--- src/common/periph_consts.svh ---
// Peripheral address map and constants
`ifndef PERIPH_CONSTS_SVH
`define PERIPH_CONSTS_SVH

// Slot field inside paddr
`define PERIPH_SLOT_LSB  12
`define PERIPH_SLOT_BITS 3

// Slot numbers, slots 4 to 7 unmapped
`define SLOT_GPIO  3'd0
`define SLOT_TIMER 3'd1
`define SLOT_EVENT 3'd2
`define SLOT_SOC   3'd3

// GPIO registers
`define GPIO_DIR     12'h000
`define GPIO_IN      12'h004
`define GPIO_OUT     12'h008
`define GPIO_INTEN   12'h00C
`define GPIO_INTSTAT 12'h010

// Timer registers
`define TIMER_COUNT 12'h000
`define TIMER_CTRL  12'h004
`define TIMER_CMP   12'h008

// Event unit registers
`define EVT_MASK    12'h000
`define EVT_PENDING 12'h004
`define EVT_CLEAR   12'h008
`define EVT_SLEEP   12'h00C

// SoC control registers
`define SOC_BOOT 12'h000
`define SOC_GATE 12'h004

// Event source bits
`define IRQ_GPIO     0
`define IRQ_TIMER    1
`define IRQ_RAM_DONE 2

// SOC_GATE bits
`define GATE_GPIO       0
`define GATE_TIMER      1
`define GATE_CPU_START  30
`define GATE_SOFT_RESET 31

// Reset values
`define BOOT_ADDR_RESET 32'h0001_0000
`define GATE_RESET      32'h0000_0003

`endif

--- src/common/apb_pkg.sv ---
// APB bus types
`include "periph_consts.svh"

package apb_pkg;

  typedef logic [31:0] apb_addr_t;
  typedef logic [31:0] apb_data_t;
  // Peripheral slot and register offset parts of paddr
  typedef logic [`PERIPH_SLOT_BITS-1:0] apb_slot_t;
  typedef logic [`PERIPH_SLOT_LSB-1:0]  apb_off_t;

  // Master to slave, 67 bits
  typedef struct packed {
    logic      psel;
    logic      penable;
    logic      pwrite;
    apb_addr_t paddr;
    apb_data_t pwdata;
  } apb_req_t;

  // Slave to master, 34 bits
  typedef struct packed {
    apb_data_t prdata;
    logic      pready;
    logic      pslverr;
  } apb_rsp_t;

  // Write in access phase
  function automatic logic apb_wr(apb_req_t req);
    return req.psel & req.penable & req.pwrite;
  endfunction

  // Read in access phase
  function automatic logic apb_rd(apb_req_t req);
    return req.psel & req.penable & ~req.pwrite;
  endfunction

  // Register offset seen by a peripheral
  function automatic apb_off_t apb_off(apb_req_t req);
    return req.paddr[`PERIPH_SLOT_LSB-1:0];
  endfunction

endpackage

--- src/common/periph_pkg.sv ---
// Peripheral data types
package periph_pkg;

  // One bit per pin
  typedef logic [31:0] gpio_word_t;

  // One bit per event source
  typedef logic [31:0] irq_vec_t;

  // Timer count and compare value
  typedef logic [31:0] timer_cnt_t;

  // Core sleep control
  typedef enum logic {
    CORE_RUN,
    CORE_SLEEP
  } core_state_e;

endpackage

--- src/logic/apb_decoder.sv ---
// APB slot decoder
`include "periph_consts.svh"

module apb_decoder
  import apb_pkg::*;
(
  input  logic     clk_i,
  input  logic     rst_n_i,
  input  apb_req_t req_i,
  output apb_req_t gpio_req_o,
  output apb_req_t timer_req_o,
  output apb_req_t evt_req_o,
  output apb_req_t soc_req_o,
  input  apb_rsp_t gpio_rsp_i,
  input  apb_rsp_t timer_rsp_i,
  input  apb_rsp_t evt_rsp_i,
  input  apb_rsp_t soc_rsp_i,
  output apb_rsp_t rsp_o
);

  apb_slot_t slot;

  // Slot field of the address
  assign slot = req_i.paddr[`PERIPH_SLOT_LSB +: `PERIPH_SLOT_BITS];

  // Fan out with only psel steered
  always_comb begin
    gpio_req_o       = req_i;
    timer_req_o      = req_i;
    evt_req_o        = req_i;
    soc_req_o        = req_i;
    gpio_req_o.psel  = req_i.psel & (slot == `SLOT_GPIO);
    timer_req_o.psel = req_i.psel & (slot == `SLOT_TIMER);
    evt_req_o.psel   = req_i.psel & (slot == `SLOT_EVENT);
    soc_req_o.psel   = req_i.psel & (slot == `SLOT_SOC);
  end

  // Response back from the addressed slot
  always_comb begin
    case (slot)
      `SLOT_GPIO:  rsp_o = gpio_rsp_i;
      `SLOT_TIMER: rsp_o = timer_rsp_i;
      `SLOT_EVENT: rsp_o = evt_rsp_i;
      `SLOT_SOC:   rsp_o = soc_rsp_i;
      default: begin
        // Unmapped slot answers with an error
        rsp_o.prdata  = '0;
        rsp_o.pready  = 1'b1;
        rsp_o.pslverr = 1'b1;
      end
    endcase
  end

  // Every access phase completes without wait states
  a_no_wait: assert property (@(posedge clk_i) disable iff (!rst_n_i)
    (req_i.psel && req_i.penable) |-> rsp_o.pready);

endmodule

--- src/logic/gpio_unit.sv ---
// GPIO unit
`include "periph_consts.svh"

module gpio_unit
  import apb_pkg::*;
  import periph_pkg::*;
(
  input  logic       clk_i,
  input  logic       rst_n_i,
  input  apb_req_t   req_i,
  output apb_rsp_t   rsp_o,
  input  logic       en_i,
  input  gpio_word_t gpio_in_i,
  output gpio_word_t gpio_out_o,
  output gpio_word_t gpio_dir_o,
  output logic       irq_o
);

  gpio_word_t dir_q;
  gpio_word_t out_q;
  gpio_word_t inten_q;
  gpio_word_t intstat_q;
  gpio_word_t sync1_q;
  gpio_word_t sync2_q;
  gpio_word_t prev_q;
  gpio_word_t rise;
  logic       wr_en;
  logic       stat_clr;
  apb_off_t   off;

  assign wr_en    = apb_wr(req_i);
  assign off      = apb_off(req_i);
  // Any read of INTSTAT empties it
  assign stat_clr = apb_rd(req_i) & (off == `GPIO_INTSTAT);

  //////////////////////////////////////////////////
  // Config registers
  //////////////////////////////////////////////////

  always_ff @(posedge clk_i or negedge rst_n_i) begin
    if (!rst_n_i) begin
      dir_q   <= '0;
      out_q   <= '0;
      inten_q <= '0;
    end else if (wr_en) begin
      case (off)
        `GPIO_DIR:   dir_q   <= req_i.pwdata;
        `GPIO_OUT:   out_q   <= req_i.pwdata;
        `GPIO_INTEN: inten_q <= req_i.pwdata;
        default: ;
      endcase
    end
  end

  //////////////////////////////////////////////////
  // Input sync and edge detect
  //////////////////////////////////////////////////

  // Two flops, frozen while disabled
  always_ff @(posedge clk_i or negedge rst_n_i) begin
    if (!rst_n_i) begin
      sync1_q <= '0;
      sync2_q <= '0;
      prev_q  <= '0;
    end else if (en_i) begin
      sync1_q <= gpio_in_i;
      sync2_q <= sync1_q;
      prev_q  <= sync2_q;
    end
  end

  // Rising edges on enabled pins only
  assign rise = sync2_q & ~prev_q & inten_q & {$bits(gpio_word_t){en_i}};

  // New edges win over a clearing read
  always_ff @(posedge clk_i or negedge rst_n_i) begin
    if (!rst_n_i) begin
      intstat_q <= '0;
    end else begin
      intstat_q <= (stat_clr ? '0 : intstat_q) | rise;
    end
  end

  // Register read mux
  always_comb begin
    rsp_o.pready  = 1'b1;
    rsp_o.pslverr = 1'b0;
    case (off)
      `GPIO_DIR:     rsp_o.prdata = dir_q;
      `GPIO_IN:      rsp_o.prdata = sync2_q;
      `GPIO_OUT:     rsp_o.prdata = out_q;
      `GPIO_INTEN:   rsp_o.prdata = inten_q;
      `GPIO_INTSTAT: rsp_o.prdata = intstat_q;
      default:       rsp_o.prdata = '0;
    endcase
  end

  assign gpio_dir_o = dir_q;
  assign gpio_out_o = out_q;
  // Level, high while any status bit set
  assign irq_o      = |intstat_q;

endmodule

--- src/timer/timer_unit.sv ---
// Compare match timer
`include "periph_consts.svh"

module timer_unit
  import apb_pkg::*;
  import periph_pkg::*;
(
  input  logic     clk_i,
  input  logic     rst_n_i,
  input  apb_req_t req_i,
  output apb_rsp_t rsp_o,
  input  logic     en_i,
  output logic     match_o
);

  timer_cnt_t count_q;
  timer_cnt_t cmp_q;
  logic       run_q;
  logic       match_q;
  logic       tick;
  logic       hit;
  logic       wr_en;
  apb_off_t   off;

  assign wr_en = apb_wr(req_i);
  assign off   = apb_off(req_i);

  // Count only with run bit and gate enable
  assign tick = run_q & en_i;
  assign hit  = tick & (count_q == cmp_q);

  // Control and compare registers
  always_ff @(posedge clk_i or negedge rst_n_i) begin
    if (!rst_n_i) begin
      run_q <= 1'b0;
      cmp_q <= '1;
    end else if (wr_en) begin
      case (off)
        `TIMER_CTRL: run_q <= req_i.pwdata[0];
        `TIMER_CMP:  cmp_q <= req_i.pwdata;
        default: ;
      endcase
    end
  end

  //////////////////////////////////////////////////
  // Counter
  //////////////////////////////////////////////////

  always_ff @(posedge clk_i or negedge rst_n_i) begin
    if (!rst_n_i) begin
      count_q <= '0;
      match_q <= 1'b0;
    end else begin
      match_q <= hit;
      // Software load beats wrap and increment
      if (wr_en && (off == `TIMER_COUNT)) begin
        count_q <= req_i.pwdata;
      end else if (hit) begin
        count_q <= '0;
      end else if (tick) begin
        count_q <= count_q + 1'b1;
      end
    end
  end

  // Register read mux
  always_comb begin
    rsp_o.pready  = 1'b1;
    rsp_o.pslverr = 1'b0;
    case (off)
      `TIMER_COUNT: rsp_o.prdata = count_q;
      `TIMER_CTRL:  rsp_o.prdata = {31'b0, run_q};
      `TIMER_CMP:   rsp_o.prdata = cmp_q;
      default:      rsp_o.prdata = '0;
    endcase
  end

  // One cycle pulse after the wrap
  assign match_o = match_q;

  // Single cycle match, compare of zero matches every tick
  a_match_pulse: assert property (@(posedge clk_i) disable iff (!rst_n_i)
    (match_o && (cmp_q != '0)) |=> !match_o);

endmodule

--- src/event/event_unit.sv ---
// Event unit with core sleep control
`include "periph_consts.svh"

module event_unit
  import apb_pkg::*;
  import periph_pkg::*;
(
  input  logic     clk_i,
  input  logic     rst_n_i,
  input  apb_req_t req_i,
  output apb_rsp_t rsp_o,
  input  irq_vec_t src_i,
  input  logic     core_busy_i,
  output irq_vec_t irq_o,
  output logic     clk_gate_core_o
);

  irq_vec_t    mask_q;
  irq_vec_t    pend_q;
  irq_vec_t    clr;
  core_state_e state_q;
  core_state_e state_d;
  logic        sleep_req_q;
  logic        wr_en;
  apb_off_t    off;

  assign wr_en = apb_wr(req_i);
  assign off   = apb_off(req_i);
  // Ones written to CLEAR drop pending bits
  assign clr   = (wr_en && (off == `EVT_CLEAR)) ? req_i.pwdata : '0;

  //////////////////////////////////////////////////
  // Mask and pending
  //////////////////////////////////////////////////

  always_ff @(posedge clk_i or negedge rst_n_i) begin
    if (!rst_n_i) begin
      mask_q <= '0;
      pend_q <= '0;
    end else begin
      if (wr_en && (off == `EVT_MASK)) begin
        mask_q <= req_i.pwdata;
      end
      // Live source sets its bit again
      pend_q <= (pend_q & ~clr) | src_i;
    end
  end

  assign irq_o = pend_q & mask_q;

  //////////////////////////////////////////////////
  // Sleep FSM
  //////////////////////////////////////////////////

  always_comb begin
    state_d = state_q;
    case (state_q)
      // Wait for the core to go idle
      CORE_RUN:   if (sleep_req_q && !core_busy_i) state_d = CORE_SLEEP;
      // Any unmasked event wakes it
      CORE_SLEEP: if (|irq_o) state_d = CORE_RUN;
      default:    state_d = CORE_RUN;
    endcase
  end

  always_ff @(posedge clk_i or negedge rst_n_i) begin
    if (!rst_n_i) begin
      state_q     <= CORE_RUN;
      sleep_req_q <= 1'b0;
    end else begin
      state_q <= state_d;
      if (wr_en && (off == `EVT_SLEEP)) begin
        sleep_req_q <= req_i.pwdata[0];
      end else if (state_d == CORE_SLEEP) begin
        sleep_req_q <= 1'b0;
      end
    end
  end

  assign clk_gate_core_o = (state_q != CORE_SLEEP);

  // Register read mux
  always_comb begin
    rsp_o.pready  = 1'b1;
    rsp_o.pslverr = 1'b0;
    case (off)
      `EVT_MASK:    rsp_o.prdata = mask_q;
      `EVT_PENDING: rsp_o.prdata = pend_q;
      `EVT_SLEEP:   rsp_o.prdata = {30'b0, sleep_req_q, state_q == CORE_SLEEP};
      default:      rsp_o.prdata = '0;
    endcase
  end

endmodule

--- src/logic/soc_ctrl.sv ---
// SoC control registers
`include "periph_consts.svh"

module soc_ctrl
  import apb_pkg::*;
(
  input  logic      clk_i,
  input  logic      rst_n_i,
  input  apb_req_t  req_i,
  output apb_rsp_t  rsp_o,
  output apb_addr_t boot_addr_o,
  output logic      gpio_en_o,
  output logic      timer_en_o,
  output logic      cpu_start_o,
  output logic      soft_reset_o
);

  apb_addr_t boot_q;
  apb_data_t gate_q;
  logic      wr_en;
  apb_off_t  off;

  assign wr_en = apb_wr(req_i);
  assign off   = apb_off(req_i);

  always_ff @(posedge clk_i or negedge rst_n_i) begin
    if (!rst_n_i) begin
      boot_q <= `BOOT_ADDR_RESET;
      gate_q <= `GATE_RESET;
    end else if (wr_en) begin
      case (off)
        `SOC_BOOT: boot_q <= req_i.pwdata;
        `SOC_GATE: gate_q <= req_i.pwdata;
        default: ;
      endcase
    end
  end

  // Both registers read back
  always_comb begin
    rsp_o.pready  = 1'b1;
    rsp_o.pslverr = 1'b0;
    case (off)
      `SOC_BOOT: rsp_o.prdata = boot_q;
      `SOC_GATE: rsp_o.prdata = gate_q;
      default:   rsp_o.prdata = '0;
    endcase
  end

  // Gate bits out to the system
  assign boot_addr_o  = boot_q;
  assign gpio_en_o    = gate_q[`GATE_GPIO];
  assign timer_en_o   = gate_q[`GATE_TIMER];
  assign cpu_start_o  = gate_q[`GATE_CPU_START];
  assign soft_reset_o = gate_q[`GATE_SOFT_RESET];

  // Core fetches from word addresses only
  a_boot_align: assert property (@(posedge clk_i) disable iff (!rst_n_i)
    boot_addr_o[1:0] == 2'b00);

endmodule

--- src/logic/periph_subsys.sv ---
// APB peripheral subsystem top
`include "periph_consts.svh"

module periph_subsys
  import apb_pkg::*;
  import periph_pkg::*;
(
  input  logic       clk_i,
  input  logic       rst_n_i,
  input  apb_req_t   apb_req_i,
  output apb_rsp_t   apb_rsp_o,
  input  gpio_word_t gpio_in_i,
  output gpio_word_t gpio_out_o,
  output gpio_word_t gpio_dir_o,
  input  logic       ram_stat_done_i,
  input  logic       core_busy_i,
  output irq_vec_t   irq_o,
  output logic       clk_gate_core_o,
  output logic       soft_reset_o,
  output logic       cpu_start_o,
  output apb_addr_t  boot_addr_o
);

  apb_req_t gpio_req;
  apb_req_t timer_req;
  apb_req_t evt_req;
  apb_req_t soc_req;
  apb_rsp_t gpio_rsp;
  apb_rsp_t timer_rsp;
  apb_rsp_t evt_rsp;
  apb_rsp_t soc_rsp;
  logic     gpio_en;
  logic     timer_en;
  logic     gpio_irq;
  logic     timer_match;
  irq_vec_t evt_src;

  // Event sources by bit position
  always_comb begin
    evt_src                = '0;
    evt_src[`IRQ_GPIO]     = gpio_irq;
    evt_src[`IRQ_TIMER]    = timer_match;
    evt_src[`IRQ_RAM_DONE] = ram_stat_done_i;
  end

  //////////////////////////////////////////////////
  // Bus decode
  //////////////////////////////////////////////////

  apb_decoder apb_decoder_i (
    .clk_i       ( clk_i     ),
    .rst_n_i     ( rst_n_i   ),
    .req_i       ( apb_req_i ),
    .gpio_req_o  ( gpio_req  ),
    .timer_req_o ( timer_req ),
    .evt_req_o   ( evt_req   ),
    .soc_req_o   ( soc_req   ),
    .gpio_rsp_i  ( gpio_rsp  ),
    .timer_rsp_i ( timer_rsp ),
    .evt_rsp_i   ( evt_rsp   ),
    .soc_rsp_i   ( soc_rsp   ),
    .rsp_o       ( apb_rsp_o )
  );

  //////////////////////////////////////////////////
  // Peripherals
  //////////////////////////////////////////////////

  gpio_unit gpio_unit_i (
    .clk_i      ( clk_i      ),
    .rst_n_i    ( rst_n_i    ),
    .req_i      ( gpio_req   ),
    .rsp_o      ( gpio_rsp   ),
    .en_i       ( gpio_en    ),
    .gpio_in_i  ( gpio_in_i  ),
    .gpio_out_o ( gpio_out_o ),
    .gpio_dir_o ( gpio_dir_o ),
    .irq_o      ( gpio_irq   )
  );

  timer_unit timer_unit_i (
    .clk_i   ( clk_i       ),
    .rst_n_i ( rst_n_i     ),
    .req_i   ( timer_req   ),
    .rsp_o   ( timer_rsp   ),
    .en_i    ( timer_en    ),
    .match_o ( timer_match )
  );

  event_unit event_unit_i (
    .clk_i           ( clk_i           ),
    .rst_n_i         ( rst_n_i         ),
    .req_i           ( evt_req         ),
    .rsp_o           ( evt_rsp         ),
    .src_i           ( evt_src         ),
    .core_busy_i     ( core_busy_i     ),
    .irq_o           ( irq_o           ),
    .clk_gate_core_o ( clk_gate_core_o )
  );

  soc_ctrl soc_ctrl_i (
    .clk_i        ( clk_i        ),
    .rst_n_i      ( rst_n_i      ),
    .req_i        ( soc_req      ),
    .rsp_o        ( soc_rsp      ),
    .boot_addr_o  ( boot_addr_o  ),
    .gpio_en_o    ( gpio_en      ),
    .timer_en_o   ( timer_en     ),
    .cpu_start_o  ( cpu_start_o  ),
    .soft_reset_o ( soft_reset_o )
  );

endmodule

--- config.mk ---
export PLATFORM = sky130hd
export DESIGN_NAME = periph_subsys
export DESIGN_NICKNAME = d
export VERILOG_FILES = /design/src/common/apb_pkg.sv /design/src/common/periph_pkg.sv /design/src/logic/apb_decoder.sv /design/src/logic/gpio_unit.sv /design/src/timer/timer_unit.sv /design/src/event/event_unit.sv /design/src/logic/soc_ctrl.sv /design/src/logic/periph_subsys.sv
export VERILOG_INCLUDE_DIRS = /design/src /design/src/common
export SDC_FILE = /design/constraint.sdc
export NUM_CORES = 1
export LEC_CHECK = 0
export BUFFER_PORTS_ARGS = -buffer_cell sky130_fd_sc_hd__buf_2
export CAP_MARGIN = 25
export CORE_ASPECT_RATIO = 1.4
export CORE_MARGIN = 2
export CORE_UTILIZATION = 45
export DETAILED_ROUTE_END_ITERATION = 12
export PLACE_DENSITY = 0.67
export SLEW_MARGIN = 20
export SYNTH_ARGS = -nofsm -noshare
export SYNTH_HDL_FRONTEND = slang
export SYNTH_SLANG_ARGS = --single-unit
--- constraint.sdc ---
create_clock -name clk_i -period 4.25 [get_ports clk_i]
set_input_delay 0.85 -clock clk_i [delete_from_list [all_inputs] [get_ports clk_i]]
set_output_delay 0.85 -clock clk_i [all_outputs]
set_load 0.01 [all_outputs]
* Word-level counts from Yosys, hierarchy flattened *
Index checks and enable logic that the tools add are counted.

word-level totals
  bits in registers = 420
  latch bits = 0
  bits in writable memories = 0
  ROM bits = 0
  input port bits = 103
  output and inout port bits = 165
  word-level logic and storage cells = 87
  memories kept = 0

operators by class
  add/sub/neg operators = 1
  multipliers = 0
  div/mod/pow operators = 0
  order comparisons = 0
  eq/ne operators = 8
  shifts and indexed selects = 0
  muxes and demuxes = 15
  bitwise operators = 27
  reductions and logical operators = 19

operators by type and width
  operator                                               number
  one-hot mux 32 bit (3 select lines)                    2
  bitwise AND 32 bit                                     5
  two-way mux 32 bit                                     5
  one-hot mux 32 bit (5 select lines)                    1
  one-hot mux 34 bit (4 select lines)                    1
  inverter 32 bit                                        2
  one-hot mux 32 bit (2 select lines)                    1
  OR reduction 32 bit                                    2
  adder 32 x 1 -> 32 bit (second input constant)         1
  equality test 32 bit                                   1
  OR 32 x 3 -> 32 bit                                    1
  OR 32 bit                                              1
  equality test 12 x 4 -> 1 bit (second input constant)  2
  bitwise AND 1 bit                                      16
  AND reduction 2 bit                                    7
  equality test 12 x 3 -> 1 bit (second input constant)  1
  equality test 12 x 5 -> 1 bit (second input constant)  1
  logical NOT 12 bit                                     1
  equality test 3 x 2 -> 1 bit (second input constant)   2
  logical AND 1 bit                                      5
  two-way mux 1 bit                                      4
  equality test 3 x 1 -> 1 bit (second input constant)   1
  logical NOT 3 bit                                      1
  nonzero test 3 bit                                     1
  other kinds (4)                                        5

* Depth between registers and ports, before layout *
  depth in word-level cells = 9
  depth in mapped cells = 10
  depth with buffers taken out = 7

* Modules after synthesis *
From an unflattened synthesis, not the netlist that was laid out.

second synthesis, totals
  cells, all modules = 2110
  area total of the unflattened synthesis = 24174.4 µm²

modules (own cells, without submodules)
  module         times used  cells an instance  area an instance (µm²)  sequential area each (µm²)
  gpio_unit      1           730                10171.0                 5605.4
  timer_unit     1           489                4485.6                  1691.6
  event_unit     1           283                3343.2                  1651.6
  soc_ctrl       1           222                3148.0                  1605.3
  apb_decoder    1           385                3022.9                  0.0
  periph_subsys  1           1                  3.8                     0.0

* Worst setup path before layout *
OpenSTA, ideal clock, no wires.

  kind = input port to output port
  start point = input apb_req_i[35] (netlist name)
  end point = output apb_rsp_o[10] (netlist name)
  arrival time = 2440 ps
  slack = 960 ps
  cell stages on the path = 6
  path buffers = 3
  path through = clkbuf_1 -> buf_2 -> buf_1 -> mux2i_1 -> o221ai_1 -> a211o_1

RTL lines
  what             line                 RTL
  start, declared  periph_subsys.sv:10  input apb_req_t apb_req_i,
  end, declared    periph_subsys.sv:11  output apb_rsp_t apb_rsp_o,

==> summary.md <==
| Metric | Value |
|---|---|
| Fmax | `239 MHz` |
| Layout overhead on the synthesized area | `16.5%` |
| Worst Setup End Kind | `output port` |
| # resized after CTS | `0` |
| Distinct cells, synth | `66` |
| Initial Util | `45.8%` |
| WL per Instance | `25.3 um` |
| IO Count | `268` |
| Setup TNS | `0 ps` |
| Mapped cell area | `20200 um2` |
| Detail Route met2 WL | `30300 um` |
| Max-cap violations | `0` |
| Most used cell, CP | `buf_2` |
| H-tree level count | `2` |
| Max-slew violations | `0` |
| CP max-delay cell | `nor4_2` |
| RR Startpoint | `timer_unit_i.count_q[13]` |
| Die H | `255 um` |
| Worst Hold Class | `in -> async` |
| Cell Chain, Critical Path | `buf_2 > nor4_2 > nand3_1 > nor2_2 > nand2_1 > buf_4 > o221ai_1 > a211o_1 > buf_2` |
| Port-buffer cells | `249` |
| Unrepaired setup endpoints after global routing | `no` |
| Critical Path Source Type | `input pin` |
| Reg-to-reg critical path endpoint | `timer_unit_i.count_q[24]` |
| Worst path required time | `3400 ps` |
| Switching part of the total | `21.8%` |
| Vias | `15.3k` |
| Critical path buffers and inverters | `3` |
| Post-route minimum period | `4180 ps` |
| TritonCTS Buffers | `41` |
| Status | `finished, final reports clean` |
| Share of the synthesized area in the top cell type | `47.7%` |
| Main synth FF type | `dfrtp_1` |
| Clk pwr share | `47.5%` |
| Rel. slew slack | `39.2%` |
| Period utilisation layout | `98.4%` |
| PnR worst setup slack | `67.7 ps` |
| Place WS | `43.2 ps` |
| Final setup fails | `0` |
| Clock root buffer | `clkbuf_16` |
| Cts hold-fix bufs | `0` |
| Sw Pwr | `1780 uW` |
| Clock sinks | `420` |
| P_int | `6380 uW` |
| Number of synthesized flops with an enable pin | `0` |
| RePlAce Congestion | `0.938` |
| Longest Clk Path Bufs | `3` |
| Synthesized area per cell | `11.9 um2` |
| Post-CTS setup buffer count | `0` |
| Sequential cell fraction of total power | `49.1%` |
| Initial antenna violation count | `1` |
| Sequential fraction of the synthesis area | `52.2%` |
| DIE AREA | `46700 um2` |
| Die X | `183 um` |
| Gate power share | `3.5%` |
| Post-DP HPWL | `45100 um` |
| Metal3 WL | `3970 um` |
| CP max stage delay | `590 ps` |
| DRT antenna net count | `0` |
| Crit Path Max Fanout | `30` |
| Largest net degree at the start of global routing | `101` |
| Post-Syn Instances | `1705` |
| Clk Latency, worst-skew pair | `560 ps` |
| Worst-Margin Slew | `903 ps` |
| Yosys top cell by area | `dfrtp_1` |
| Met1 WL | `25400 um` |
| Origin of the worst setup path | `apb_req_i[42]` |
| FFs w/ async S/R, synth | `100%` |
| Worst reg-to-reg setup slack | `1190 ps` |
| WS Path Type | `in -> out` |
| Largest cells by area after synthesis | `dfrtp_1, mux2_2, dfstp_2, a22oi_1, mux2i_1` |
| Vias per inst | `6.12` |
| R2R cell count | `7` |
| Fillcell total | `3841` |
| Gr usage total | `27.1%` |
| CP arrival | `3330 ps` |
| First-pass GRT wire length | `95800 um` |
| Yosys warning total | `0` |
| Power per Cell Area | `346 nW/um2` |
| # DRC | `0` |
| Clock transition at path regs | `70 ps` |
| Pleak | `0.0115 uW` |
| Final Hold Vio Count | `0` |
| Top sig layer | `met5` |
| Global route overflow | `0` |
| Row cnt | `91` |
| Top cell family by delay on the critical path | `simple AND/OR/NAND/NOR gates` |
| Number of global-route vias before repair | `15.6k` |
| Total Wirelength | `63400 um` |
| Final Skew | `21.6 ps` |
| CTS tree | `yes` |
| Initial DRC Count | `1243` |
| Peak supply drop | `0.254 mV` |
| Initial DRT Pass Iterations | `5` |
| Syn Nets | `1809` |
| Layout cells sized above 1 | `38.1%` |
| Synth Register Bits | `420` |
| Setup crit end | `apb_rsp_o[5]` |
| Core ar. | `44200 um2` |
| Levels on crit path | `9` |
| Nets | `2017` |
## per-layer routing
layer  vias up  global-route usage (%)
li1       6748                       -
met1      7807                    35.2
met2       592                    44.1
met3       166                    3.71
met4         2                    15.1
met5         -                       0
## Yosys cell counts (all sizes together), types with 2 or more instances
library cell    n
o21a            6
nand2         145
nand3          19
mux4            2
nor3           29
and2           39
and3            4
a22oi         114
o221ai         31
mux2          322
a21boi         29
buf            57
a2bb2oi         2
nor4           21
nand3b          3
dfstp          35
or4             7
a221oi          2
or2             8
a211o          30
o31ai           2
nand4          22
clkbuf         75
dfrtp         385
a32o            2
inv             6
a21o            2
a21oi          29
mux2i          62
or3             2
nor2           58
xnor2          28
and4            5
nand4b         37
o21ai          28
a31oi           9
xor2            4
o22ai          30
nand2b          2
## registers in the layout (all words and copies together), names as in the netlist
register,flops
gpio_unit_i.gpio_out_o,32
gpio_unit_i.sync2_q,32
gpio_unit_i.gpio_dir_o,32
gpio_unit_i.intstat_q,32
soc_ctrl_i.gate_q,32
timer_unit_i.run_q,1
event_unit_i.mask_q,32
timer_unit_i.cmp_q,32
timer_unit_i.count_q,32
event_unit_i.sleep_req_q,1
gpio_unit_i.sync1_q,32
gpio_unit_i.prev_q,32
timer_unit_i.match_o,1
gpio_unit_i.inten_q,32
soc_ctrl_i.boot_addr_o,32
event_unit_i.state_q,1
event_unit_i.pend_q,32
## cells in the final DEF (no fill, tap or decap), types with 9 or more instances in the layout
cell type and instances:
mux2_2 316, clkbuf_16 42, nor3_1 27, nor4_1 18, a22oi_1 113, buf_2 248, o21ai_1 18, clkinv_2 10
a21oi_1 29, dfrtp_1 385, nand2_1 145, and2_1 38, nor2_1 56, dfstp_2 34, o22ai_1 30, buf_4 39
o21ai_0 10, a21boi_0 29, a211o_1 30, nand4_1 22, o221ai_1 30, nand4b_1 37, nand3_1 19, mux2i_1 62
buf_12 9, xnor2_1 28
## power by group through the flow
stage / combinational [uW] / sequential (uW) / clock (uW)
2_1_floorplan: 65.4 / 4080 / 0
3_3_place_gp: 280 / 4080 / 0
3_5_place_dp: 284 / 4080 / 0
4_1_cts: 285 / 4000 / 3940
5_1_grt: 308 / 4000 / 4090
6_report: 283 / 4000 / 3870
## stage by stage
step	power (uW)	hold WS, ps	area [um2]	util, %	instances
after floorplan	4140	404	20200	-	1705
after global placement	4360	418	22100	50.0	2428
after CTS	8230	374	23500	53.3	2503
after detailed placement	4360	422	22100	50.0	2428
final	8160	334	23500	53.3	2504
after global routing	8400	400	23500	53.3	2503
## worst min-delay path by stage
stage                         endpoint  cells past startpoint
6_report       gpio_unit_i.sync1_q[30]                      1
5_1_grt        gpio_unit_i.sync1_q[30]                      1
4_1_cts        gpio_unit_i.sync1_q[30]                      1
3_5_place_dp    event_unit_i.pend_q[1]                      1
3_3_place_gp    event_unit_i.pend_q[1]                      1
2_1_floorplan   event_unit_i.pend_q[1]                      1
## final cells by class
class	instances	area [um2]	share of cell area (%)
sequential	420	10600	44.8
multi-input combinational	1147	9110	38.7
timing repair buffer	297	1730	7.34
clock buffer	57	1180	5.00
tap	558	698	2.96
clock inverter	18	254	1.08
inverter	6	22.5	0.0956
antenna	1	2.50	0.0106
## cells by family (layout without fill, tap and decap cells)
kind of cell | count (synthesis) | in the layout | share of synthesized area, %
multiplexers | 386 | 386 | 21.2
buffers and inverters | 138 | 378 | 2.93
AO/OA/AOI/OAI | 322 | 322 | 11.5
other | 1 | 2 | 0.0186
adder cells (fa/ha/maj) | 1 | 1 | 0.0619
XOR/XNOR | 32 | 32 | 1.42
flip-flops | 420 | 420 | 52.2
AND/OR/NAND/NOR | 405 | 405 | 10.6
(Power assumes the default switching activity.)
